<file path="src/include/cu_stream_defines.svh">
/*
  Shared widths and sizes for the stream command unit.
  Guarded, so it may be included from several files in one compile unit.
  CU_CNT_W must hold the value CU_FIFO_DEPTH itself, not only DEPTH-1.
  The address and data widths size the packed records in the package.
*/
`ifndef CU_STREAM_DEFINES_SVH
`define CU_STREAM_DEFINES_SVH

// --------------------------------------------------
// Memory port widths
// --------------------------------------------------
// Byte address into the word memory
`define CU_ADDR_W 32
// One memory word per command
`define CU_DATA_W 32
// One strobe bit per data byte
`define CU_STRB_W 4

// --------------------------------------------------
// Request bookkeeping
// --------------------------------------------------
// Opaque tag, returned unchanged in the response
`define CU_TAG_W 8
// Entries in each queue, also the credit limit
`define CU_FIFO_DEPTH 16
// Occupancy and credit counts, 0 to CU_FIFO_DEPTH
`define CU_CNT_W 5

`endif
</file>
<file path="src/logic/cu_stream_pkg.sv">
/*
  Types shared by the stream command unit and its testbench.
  Record field order is fixed, valid is always the top bit.
  Widths come from the defines header.
*/
`default_nettype none

`include "cu_stream_defines.svh"

package cu_stream_pkg;

  // --------------------------------------------------
  // Encodings
  // --------------------------------------------------
  // Command code carried by every request
  typedef enum logic {
    CU_CMD_READ  = 1'b0,
    CU_CMD_WRITE = 1'b1
  } cu_cmd_e;

  // Command FSM states
  typedef enum logic [1:0] {
    CU_ST_RESET   = 2'd0,
    CU_ST_READY   = 2'd1,
    CU_ST_ISSUE   = 2'd2,
    CU_ST_PENDING = 2'd3
  } cu_state_e;

  // --------------------------------------------------
  // Records
  // --------------------------------------------------
  // Base address, latched on valid
  typedef struct packed {
    logic                  valid;
    logic [`CU_ADDR_W-1:0] base_addr;
  } cu_descriptor_t;

  // Request from the sender, offset is relative to the base
  typedef struct packed {
    logic                  valid;
    cu_cmd_e               cmd;
    logic [`CU_TAG_W-1:0]  tag;
    logic [`CU_ADDR_W-1:0] offset;
    logic [`CU_DATA_W-1:0] wdata;
    logic [`CU_STRB_W-1:0] wstrb;
  } cu_request_t;

  // Response record, rdata is zero for writes
  typedef struct packed {
    logic                  valid;
    cu_cmd_e               cmd;
    logic [`CU_TAG_W-1:0]  tag;
    logic [`CU_DATA_W-1:0] rdata;
  } cu_response_t;

  // Single-word memory command
  typedef struct packed {
    logic                  valid;
    logic                  we;
    logic [`CU_ADDR_W-1:0] addr;
    logic [`CU_DATA_W-1:0] wdata;
    logic [`CU_STRB_W-1:0] wstrb;
  } cu_mem_req_t;

  // Memory reply, one per command
  typedef struct packed {
    logic                  valid;
    logic [`CU_DATA_W-1:0] rdata;
  } cu_mem_resp_t;

endpackage

`default_nettype wire

</file>
<file path="src/logic/cu_stream_top.sv">
/*
  Stream command unit top level.
  Requests are registered once, queued, issued in order, answered in order.
  No command leaves before a descriptor has been latched.
  request_full counts the input register as well as the queue,
  so a sender that obeys it can never overrun the request queue.
  response_out is straight from the response queue head, unregistered.
*/
`timescale 1ns/1ps
`default_nettype none

`include "cu_stream_defines.svh"

module cu_stream_top (
  input  logic                         ap_clk,
  input  logic                         areset_control,
  input  cu_stream_pkg::cu_descriptor_t descriptor_in,
  input  cu_stream_pkg::cu_request_t    request_in,
  output logic                         request_full,
  output cu_stream_pkg::cu_response_t   response_out,
  input  logic                         response_ready,
  output cu_stream_pkg::cu_mem_req_t    mem_req_out,
  input  cu_stream_pkg::cu_mem_resp_t   mem_resp_in,
  output logic                         done_out
);

  import cu_stream_pkg::*;

  cu_descriptor_t desc_reg;
  cu_request_t    req_in_reg;
  cu_request_t    req_head;
  cu_response_t   resp_rec;
  cu_response_t   resp_head;

  logic                 req_empty;
  logic                 req_full;
  logic                 req_pop;
  logic                 resp_push;
  logic                 resp_pop;
  logic                 resp_empty;
  logic                 resp_full;
  logic                 issue;
  logic                 fsm_idle;
  logic                 credit_avail;
  logic [`CU_CNT_W-1:0] credit_in_use;
  logic                 req_take;
  logic [`CU_CNT_W-1:0] req_level;
  logic [`CU_CNT_W-1:0] req_level_next;

  // --------------------------------------------------
  // Input registers
  // --------------------------------------------------
  assign req_take = request_in.valid & ~request_full;

  always_ff @(posedge ap_clk) begin
    if (areset_control) begin
      req_in_reg.valid <= 1'b0;
      desc_reg.valid   <= 1'b0;
    end else begin
      req_in_reg       <= request_in;
      req_in_reg.valid <= req_take;
      // Descriptor holds until replaced
      if (descriptor_in.valid) begin
        desc_reg <= descriptor_in;
      end
    end
  end

  // Requests held in the input register plus the queue
  always_comb begin
    case ({req_take, req_pop})
      2'b10:   req_level_next = req_level + 1'b1;
      2'b01:   req_level_next = req_level - 1'b1;
      default: req_level_next = req_level;
    endcase
  end

  always_ff @(posedge ap_clk) begin
    if (areset_control) begin
      req_level    <= '0;
      request_full <= 1'b0;
    end else begin
      req_level    <= req_level_next;
      request_full <= req_full | (req_level_next >= `CU_CNT_W'(`CU_FIFO_DEPTH));
    end
  end

  // --------------------------------------------------
  // Request queue and command path
  // --------------------------------------------------
  cu_stream_fifo #(
    .WIDTH($bits(cu_request_t)),
    .DEPTH(`CU_FIFO_DEPTH)
  ) u_req_fifo (
    .ap_clk        (ap_clk),
    .areset_control(areset_control),
    .push          (req_in_reg.valid),
    .pop           (req_pop),
    .din           (req_in_reg),
    .dout          (req_head),
    .empty         (req_empty),
    .full          (req_full)
  );

  // Credits bound the response queue, one slot per issued command
  cu_stream_cmd_fsm u_cmd_fsm (
    .ap_clk        (ap_clk),
    .areset_control(areset_control),
    .req_head_valid(~req_empty),
    .credit_avail  (credit_avail),
    .desc_valid    (desc_reg.valid),
    .mem_done      (mem_resp_in.valid),
    .req_pop       (req_pop),
    .issue         (issue),
    .idle          (fsm_idle)
  );

  cu_stream_mem_port u_mem_port (
    .ap_clk        (ap_clk),
    .areset_control(areset_control),
    .issue         (issue),
    .head          (req_head),
    .base_addr     (desc_reg.base_addr),
    .mem_resp_in   (mem_resp_in),
    .mem_req_out   (mem_req_out),
    .resp_push     (resp_push),
    .resp_rec      (resp_rec)
  );

  // Slot reserved at issue, freed when the consumer pops
  cu_stream_credit_counter #(
    .LIMIT(`CU_FIFO_DEPTH)
  ) u_credit (
    .ap_clk        (ap_clk),
    .areset_control(areset_control),
    .take          (issue),
    .give          (resp_pop),
    .credit_avail  (credit_avail),
    .in_use        (credit_in_use)
  );

  // --------------------------------------------------
  // Response queue and output
  // --------------------------------------------------
  cu_stream_fifo #(
    .WIDTH($bits(cu_response_t)),
    .DEPTH(`CU_FIFO_DEPTH)
  ) u_resp_fifo (
    .ap_clk        (ap_clk),
    .areset_control(areset_control),
    .push          (resp_push),
    .pop           (resp_pop),
    .din           (resp_rec),
    .dout          (resp_head),
    .empty         (resp_empty),
    .full          (resp_full)
  );

  always_comb begin
    response_out       = resp_head;
    response_out.valid = ~resp_empty;
  end

  assign resp_pop = response_out.valid & response_ready;

  // Done when nothing is queued, in flight or unpopped
  always_ff @(posedge ap_clk) begin
    if (areset_control) begin
      done_out <= 1'b1;
    end else begin
      done_out <= fsm_idle & req_empty & resp_empty & ~req_in_reg.valid &
                  (credit_in_use == '0);
    end
  end

endmodule

`default_nettype wire

</file>
<file path="src/logic/cu_stream_mem_port.sv">
/*
  Memory command register and response capture.
  The address is base plus offset, sampled on issue.
  Reads go out with zero strobes; write responses carry zero rdata.
  Assumes one command in flight, so one cmd/tag holding register is enough.
*/
`timescale 1ns/1ps
`default_nettype none

`include "cu_stream_defines.svh"

module cu_stream_mem_port (
  input  logic                        ap_clk,
  input  logic                        areset_control,
  input  logic                        issue,
  input  cu_stream_pkg::cu_request_t  head,
  input  logic [`CU_ADDR_W-1:0]       base_addr,
  input  cu_stream_pkg::cu_mem_resp_t mem_resp_in,
  output cu_stream_pkg::cu_mem_req_t  mem_req_out,
  output logic                        resp_push,
  output cu_stream_pkg::cu_response_t resp_rec
);

  import cu_stream_pkg::*;

  // Identity of the command in flight
  cu_cmd_e              pend_cmd;
  logic [`CU_TAG_W-1:0] pend_tag;
  logic                 head_is_write;

  assign head_is_write = (head.cmd == CU_CMD_WRITE);

  // --------------------------------------------------
  // Command side
  // --------------------------------------------------
  always_ff @(posedge ap_clk) begin
    if (areset_control) begin
      mem_req_out.valid <= 1'b0;
    end else begin
      // One-cycle pulse per issue
      mem_req_out.valid <= issue;
      if (issue) begin
        mem_req_out.we    <= head_is_write;
        mem_req_out.addr  <= base_addr + head.offset;
        mem_req_out.wdata <= head.wdata;
        mem_req_out.wstrb <= head_is_write ? head.wstrb : '0;
        pend_cmd          <= head.cmd;
        pend_tag          <= head.tag;
      end
    end
  end

  // --------------------------------------------------
  // Response side
  // --------------------------------------------------
  always_ff @(posedge ap_clk) begin
    if (areset_control) begin
      resp_rec.valid <= 1'b0;
    end else begin
      resp_rec.valid <= mem_resp_in.valid;
      if (mem_resp_in.valid) begin
        resp_rec.cmd   <= pend_cmd;
        resp_rec.tag   <= pend_tag;
        // Write data never comes back
        resp_rec.rdata <= (pend_cmd == CU_CMD_WRITE) ? '0 : mem_resp_in.rdata;
      end
    end
  end

  // Push strobe is the record's own valid
  assign resp_push = resp_rec.valid;

endmodule

`default_nettype wire

</file>
<file path="src/logic/cu_stream_cmd_fsm.sv">
/*
  Command sequencer, one memory command in flight at a time.
  Issue needs a queued request, a free response slot and a latched descriptor.
  req_pop and issue are decoded from the ISSUE state, one cycle wide.
  mem_done is the raw memory reply strobe and is only looked at in PENDING.
*/
`timescale 1ns/1ps
`default_nettype none

module cu_stream_cmd_fsm (
  input  logic ap_clk,
  input  logic areset_control,
  input  logic req_head_valid,
  input  logic credit_avail,
  input  logic desc_valid,
  input  logic mem_done,
  output logic req_pop,
  output logic issue,
  output logic idle
);

  import cu_stream_pkg::*;

  cu_state_e state;
  cu_state_e next_state;
  logic      go;

  // Everything needed to start one command
  assign go = req_head_valid & credit_avail & desc_valid;

  // --------------------------------------------------
  // State register
  // --------------------------------------------------
  always_ff @(posedge ap_clk) begin
    if (areset_control) begin
      state <= CU_ST_RESET;
    end else begin
      state <= next_state;
    end
  end

  // --------------------------------------------------
  // Next state
  // --------------------------------------------------
  always_comb begin
    next_state = state;
    case (state)
      CU_ST_RESET: begin
        next_state = CU_ST_READY;
      end
      CU_ST_READY: begin
        // Stall here on no credit or no descriptor
        if (go) begin
          next_state = CU_ST_ISSUE;
        end
      end
      CU_ST_ISSUE: begin
        next_state = CU_ST_PENDING;
      end
      CU_ST_PENDING: begin
        // Latency set by the memory
        if (mem_done) begin
          next_state = CU_ST_READY;
        end
      end
      default: begin
        next_state = CU_ST_RESET;
      end
    endcase
  end

  // --------------------------------------------------
  // Outputs
  // --------------------------------------------------
  // Head leaves the queue as the command is registered
  assign req_pop = (state == CU_ST_ISSUE);
  assign issue   = (state == CU_ST_ISSUE);

  // RESET lasts one cycle and holds no work
  assign idle = (state == CU_ST_READY) | (state == CU_ST_RESET);

endmodule

`default_nettype wire

</file>
<file path="src/logic/cu_stream_credit_counter.sv">
/*
  Up/down count of reserved slots, capped at LIMIT.
  A take at the limit and a give at zero are ignored.
  Take and give in the same cycle leave the count unchanged.
*/
`timescale 1ns/1ps
`default_nettype none

module cu_stream_credit_counter #(
  parameter  int LIMIT = 16,
  localparam int CNT_W = $clog2(LIMIT + 1)
) (
  input  logic             ap_clk,
  input  logic             areset_control,
  input  logic             take,
  input  logic             give,
  output logic             credit_avail,
  output logic [CNT_W-1:0] in_use
);

  logic do_take;
  logic do_give;

  // Guard both ends of the range
  assign do_take = take & credit_avail;
  assign do_give = give & (in_use != '0);

  // --------------------------------------------------
  // Slot count
  // --------------------------------------------------
  always_ff @(posedge ap_clk) begin
    if (areset_control) begin
      in_use <= '0;
    end else begin
      case ({do_take, do_give})
        2'b10:   in_use <= in_use + 1'b1;
        2'b01:   in_use <= in_use - 1'b1;
        // Both or neither
        default: in_use <= in_use;
      endcase
    end
  end

  // At least one free slot
  assign credit_avail = (in_use < CNT_W'(LIMIT));

endmodule

`default_nettype wire

</file>
<file path="src/logic/cu_stream_fifo.sv">
/*
  Synchronous FIFO with first-word fall-through.
  Head word is on dout whenever empty is low, a pushed word shows one cycle later.
  Push while full and pop while empty are dropped silently.
  DEPTH must be 2 or more; any value, not only powers of two.
*/
`timescale 1ns/1ps
`default_nettype none

module cu_stream_fifo #(
  parameter int WIDTH = 32,
  parameter int DEPTH = 16
) (
  input  logic             ap_clk,
  input  logic             areset_control,
  input  logic             push,
  input  logic             pop,
  input  logic [WIDTH-1:0] din,
  output logic [WIDTH-1:0] dout,
  output logic             empty,
  output logic             full
);

  localparam int PTR_W = $clog2(DEPTH);
  localparam int CNT_W = $clog2(DEPTH + 1);

  // Storage, no reset needed
  logic [WIDTH-1:0] mem [DEPTH];

  logic [PTR_W-1:0] wr_ptr;
  logic [PTR_W-1:0] rd_ptr;
  logic [CNT_W-1:0] count;
  logic             do_push;
  logic             do_pop;

  // Qualified strobes
  assign do_push = push & ~full;
  assign do_pop  = pop & ~empty;

  // --------------------------------------------------
  // Pointers and occupancy
  // --------------------------------------------------
  always_ff @(posedge ap_clk) begin
    if (areset_control) begin
      wr_ptr <= '0;
      rd_ptr <= '0;
      count  <= '0;
    end else begin
      // Wrap at DEPTH-1
      if (do_push) begin
        wr_ptr <= (wr_ptr == PTR_W'(DEPTH - 1)) ? '0 : wr_ptr + 1'b1;
      end
      if (do_pop) begin
        rd_ptr <= (rd_ptr == PTR_W'(DEPTH - 1)) ? '0 : rd_ptr + 1'b1;
      end
      case ({do_push, do_pop})
        2'b10:   count <= count + 1'b1;
        2'b01:   count <= count - 1'b1;
        default: count <= count;
      endcase
    end
  end

  // Write port
  always_ff @(posedge ap_clk) begin
    if (do_push) begin
      mem[wr_ptr] <= din;
    end
  end

  // Fall-through read of the head
  assign dout  = mem[rd_ptr];
  assign empty = (count == '0);
  assign full  = (count == CNT_W'(DEPTH));

endmodule

`default_nettype wire

</file>
<file path="config.mk">
export PLATFORM = sky130hd
export DESIGN_NAME = cu_stream_top
export DESIGN_NICKNAME = d
export VERILOG_FILES = /design/src/logic/cu_stream_pkg.sv /design/src/logic/cu_stream_top.sv /design/src/logic/cu_stream_mem_port.sv /design/src/logic/cu_stream_cmd_fsm.sv /design/src/logic/cu_stream_credit_counter.sv /design/src/logic/cu_stream_fifo.sv
export VERILOG_INCLUDE_DIRS = /design/src /design/src/include
export SDC_FILE = /design/constraint.sdc
export NUM_CORES = 2
export LEC_CHECK = 0
export BUFFER_PORTS_ARGS = -buffer_cell sky130_fd_sc_hd__buf_4
export CORE_MARGIN = 1.5
export CORE_UTILIZATION = 62
export DETAILED_ROUTE_END_ITERATION = 8
export PLACE_DENSITY = 0.8
export SLEW_MARGIN = 20
export SYNTH_ARGS = -nofsm -noshare
export SYNTH_HDL_FRONTEND = slang
export SYNTH_SLANG_ARGS = --single-unit
</file>
<file path="constraint.sdc">
create_clock -name ap_clk -period 8.3 [get_ports ap_clk]
set_input_delay 1.66 -clock ap_clk [delete_from_list [all_inputs] [get_ports ap_clk]]
set_output_delay 1.66 -clock ap_clk [all_outputs]
set_load 0.02 [all_outputs]
</file>
==> metrics.md <==
| Metric | Value |
|---|---|
| Top sig layer | `met5` |
| DR vias | `39390` |
| Die width | `367.0 µm` |
| WP data required | `6.64 ns` |
| Slew headroom | `0.2367` |
| Post-Route M1 WL | `69760 µm` |
| CP Max Fanout | `106` |
| Area contributors post-synth | `edfxtp_1, mux4_2, dfxtp_1` |
| Skew-Pair Late Insertion Delay | `0.85 ns` |
| Share of cells above drive strength 1 | `0.3146` |
| Area Growth Syn to Fin | `13.00%` |
| Final WL | `203100 µm` |
| Leak | `29.01 nW` |
| Sum Neg Setup Slack | `0 ns` |
| Gpl congestion | `0.8160` |
| Post-cts sizing count | `0` |
| Slowest-stage cell, CP | `dfxtp_4` |
| Root buffer cell | `clkbuf_16` |
| DR pass1 iterations | `6` |
| Final Critical Period | `5.371 ns` |
| Bufs on Longest Clock Path | `3` |
| Synth Area per Inst | `23.81 µm²` |
| Vias/cell | `6.853` |
| Critical path, cell by cell | `buf_12 -> mux4_2 -> mux4_2 -> buf_4` |
| Initial Util | `0.6249` |
| DR DRC count | `0` |
| GR Overflow Total | `0` |
| Row count | `133` |
| Synth Net Count | `3663` |
| Startpoint Class | `flop` |
| DR WL met2 | `105600 µm` |
| Setup violators final | `0` |
| Least-Margin Pin Slew | `1.145 ns` |
| Largest area contributor in the netlist | `edfxtp_1` |
| Cell mode on critical path | `mux4_2` |
| Clk sinks | `2167` |
| Most frequent cell after synthesis | `edfxtp_1` |
| Post-synthesis cell type count | `55` |
| Met3 wire len | `19650 µm` |
| Arrival @ worst endpoint | `3.71 ns` |
| Post-CTS Hold Buffers | `0` |
| Pwr/cell area | `255.0 nW/µm²` |
| Setup WS pre-CTS | `3.360 ns` |
| Die Area | `134700 µm²` |
| Delay-heaviest family, CP | `multiplexers` |
| Vias in the first global route | `40950` |
| Synth warn | `0` |
| CTS tree | `built` |
| Core region area | `131500 µm²` |
| Fmax | `0.1862 GHz` |
| Antenna viol nets, final | `0` |
| # Max-Cap Violations | `0` |
| GRT Overall Usage | `0.3072` |
| Top FF cell, synth | `edfxtp_1` |
| Post-synth EDFFs | `2115` |
| Unrepaired setup endpoints after global routing | `false` |
| First-pass GRT wire length | `292300 µm` |
| Fin crit share | `0.6471` |
| Slew Viols, Final | `0` |
| Max reg flops | `1232` |
| CP peak stage delay | `0.93 ns` |
| Most frequent cells after synthesis | `edfxtp_1, mux4_2, clkbuf_1, nor2_1, a21oi_1` |
| Final core area utilization | `0.7062` |
| HPWL after DPL | `97870 µm` |
| Buf/Inv on CP | `2` |
| Setup crit end kind | `output port` |
| Max VDD drop | `0.2495 mV` |
| Die height | `367.0 µm` |
| Post-synth ARST share | `0` |
| Ports | `261` |
| Yosys top cell area share | `0.7731` |
| Post-Synthesis Cells | `3450` |
| Wire length per cell | `35.34 µm` |
| Min-Delay Path Class | `flop to flop` |
| Largest net degree at the start of global routing | `113` |
| Layout Nets | `4035` |
| Sequential share of the synthesized area | `0.7857` |
| Pwr Total | `23.67 mW` |
| Hold Fails Final Rpt | `0` |
| Final WS setup | `2.929 ns` |
| H-tree depth | `4` |
| Cell Area, Synth | `82160 µm²` |
| Iteration-0 DRC Markers | `5233` |
| Flops & latches, synth | `2167` |
| Postcts setup bufs | `0` |
| Reg clk slew, reported paths | `0.06 ns` |
| Crit path kind | `flop to output port` |
| Status | `finished, final reports clean` |
| Initial antenna violation count | `14` |
| Hold wc startpoint | `u_mem_port.pend_tag[3]` |
| Clock Skew | `0.03143 ns` |
| CTS buffer count | `199` |
| Port bufs | `260` |
-- routing by layer --
layer,vias up,track usage
met2,2779,0.5219
met4,16,0.1171
li1,15370,-
met5,-,0
met3,530,0.06732
met1,20700,0.3923
-- cell families (layout without fill, tap and decap cells) --
logic type      Yosys count  after routing  synth area share
compound gates          152            152           0.01235
xor+xnor                 53             53          0.005650
fa+ha+maj                66             66           0.01051
buf+inv                 194            733           0.01057
flops                  2167           2167            0.7857
mux                     593            593            0.1620
other cells               0              4                 0
simple gates            225            225           0.01323
-- per-stage QoR --
step	hold slack [ns]	cells	area, µm²
final	0.4252	5748	92840
after global routing	0.4396	5745	92830
after CTS	0.4280	5743	92800
after detailed placement	0.4134	5375	86420
after global placement	0.4056	5375	86420
after floorplan	0.4003	3450	82160
-- final timing paths --
check | endpoint | slack (ns) | depth (start not counted)
worst min-delay path | u_mem_port.resp_rec[35] | 0.43 | 0
worst max register to register | u_mem_port.mem_req_out[62] | 3.15 | 11
worst max-delay path | response_out[37] | 2.93 | 4
worst min register to register | u_mem_port.resp_rec[35] | 0.43 | 0
-- power breakdown --
part	switching, mW	internal [mW]	total (mW)
logic	1.05	1.04	2.09
registers	0.283	12.3	12.5
clock network	4.03	5.01	9.04
total	5.37	18.3	23.7
-- final cells by class --
class	instances	area [µm²]
sequential	2167	64580
fill	7139	38630
multi-input combinational	1089	16980
clock buffer	244	5255
timing repair buffer	329	2549
tap	1755	2196
clock inverter	124	1130
inverter	36	137.6
antenna	4	10.01
-- layout by cell type (no fill, tap or decap), types with 40 or more instances in the layout --
cell	n
nor2b_1	41
nor2_1	61
clkinv_1	52
clkbuf_16	204
clkbuf_1	40
edfxtp_1	2115
dfxtp_1	44
ha_1	61
buf_4	322
mux4_2	589
a21oi_1	64
Note: power is estimated with default switching activity, not from simulation.
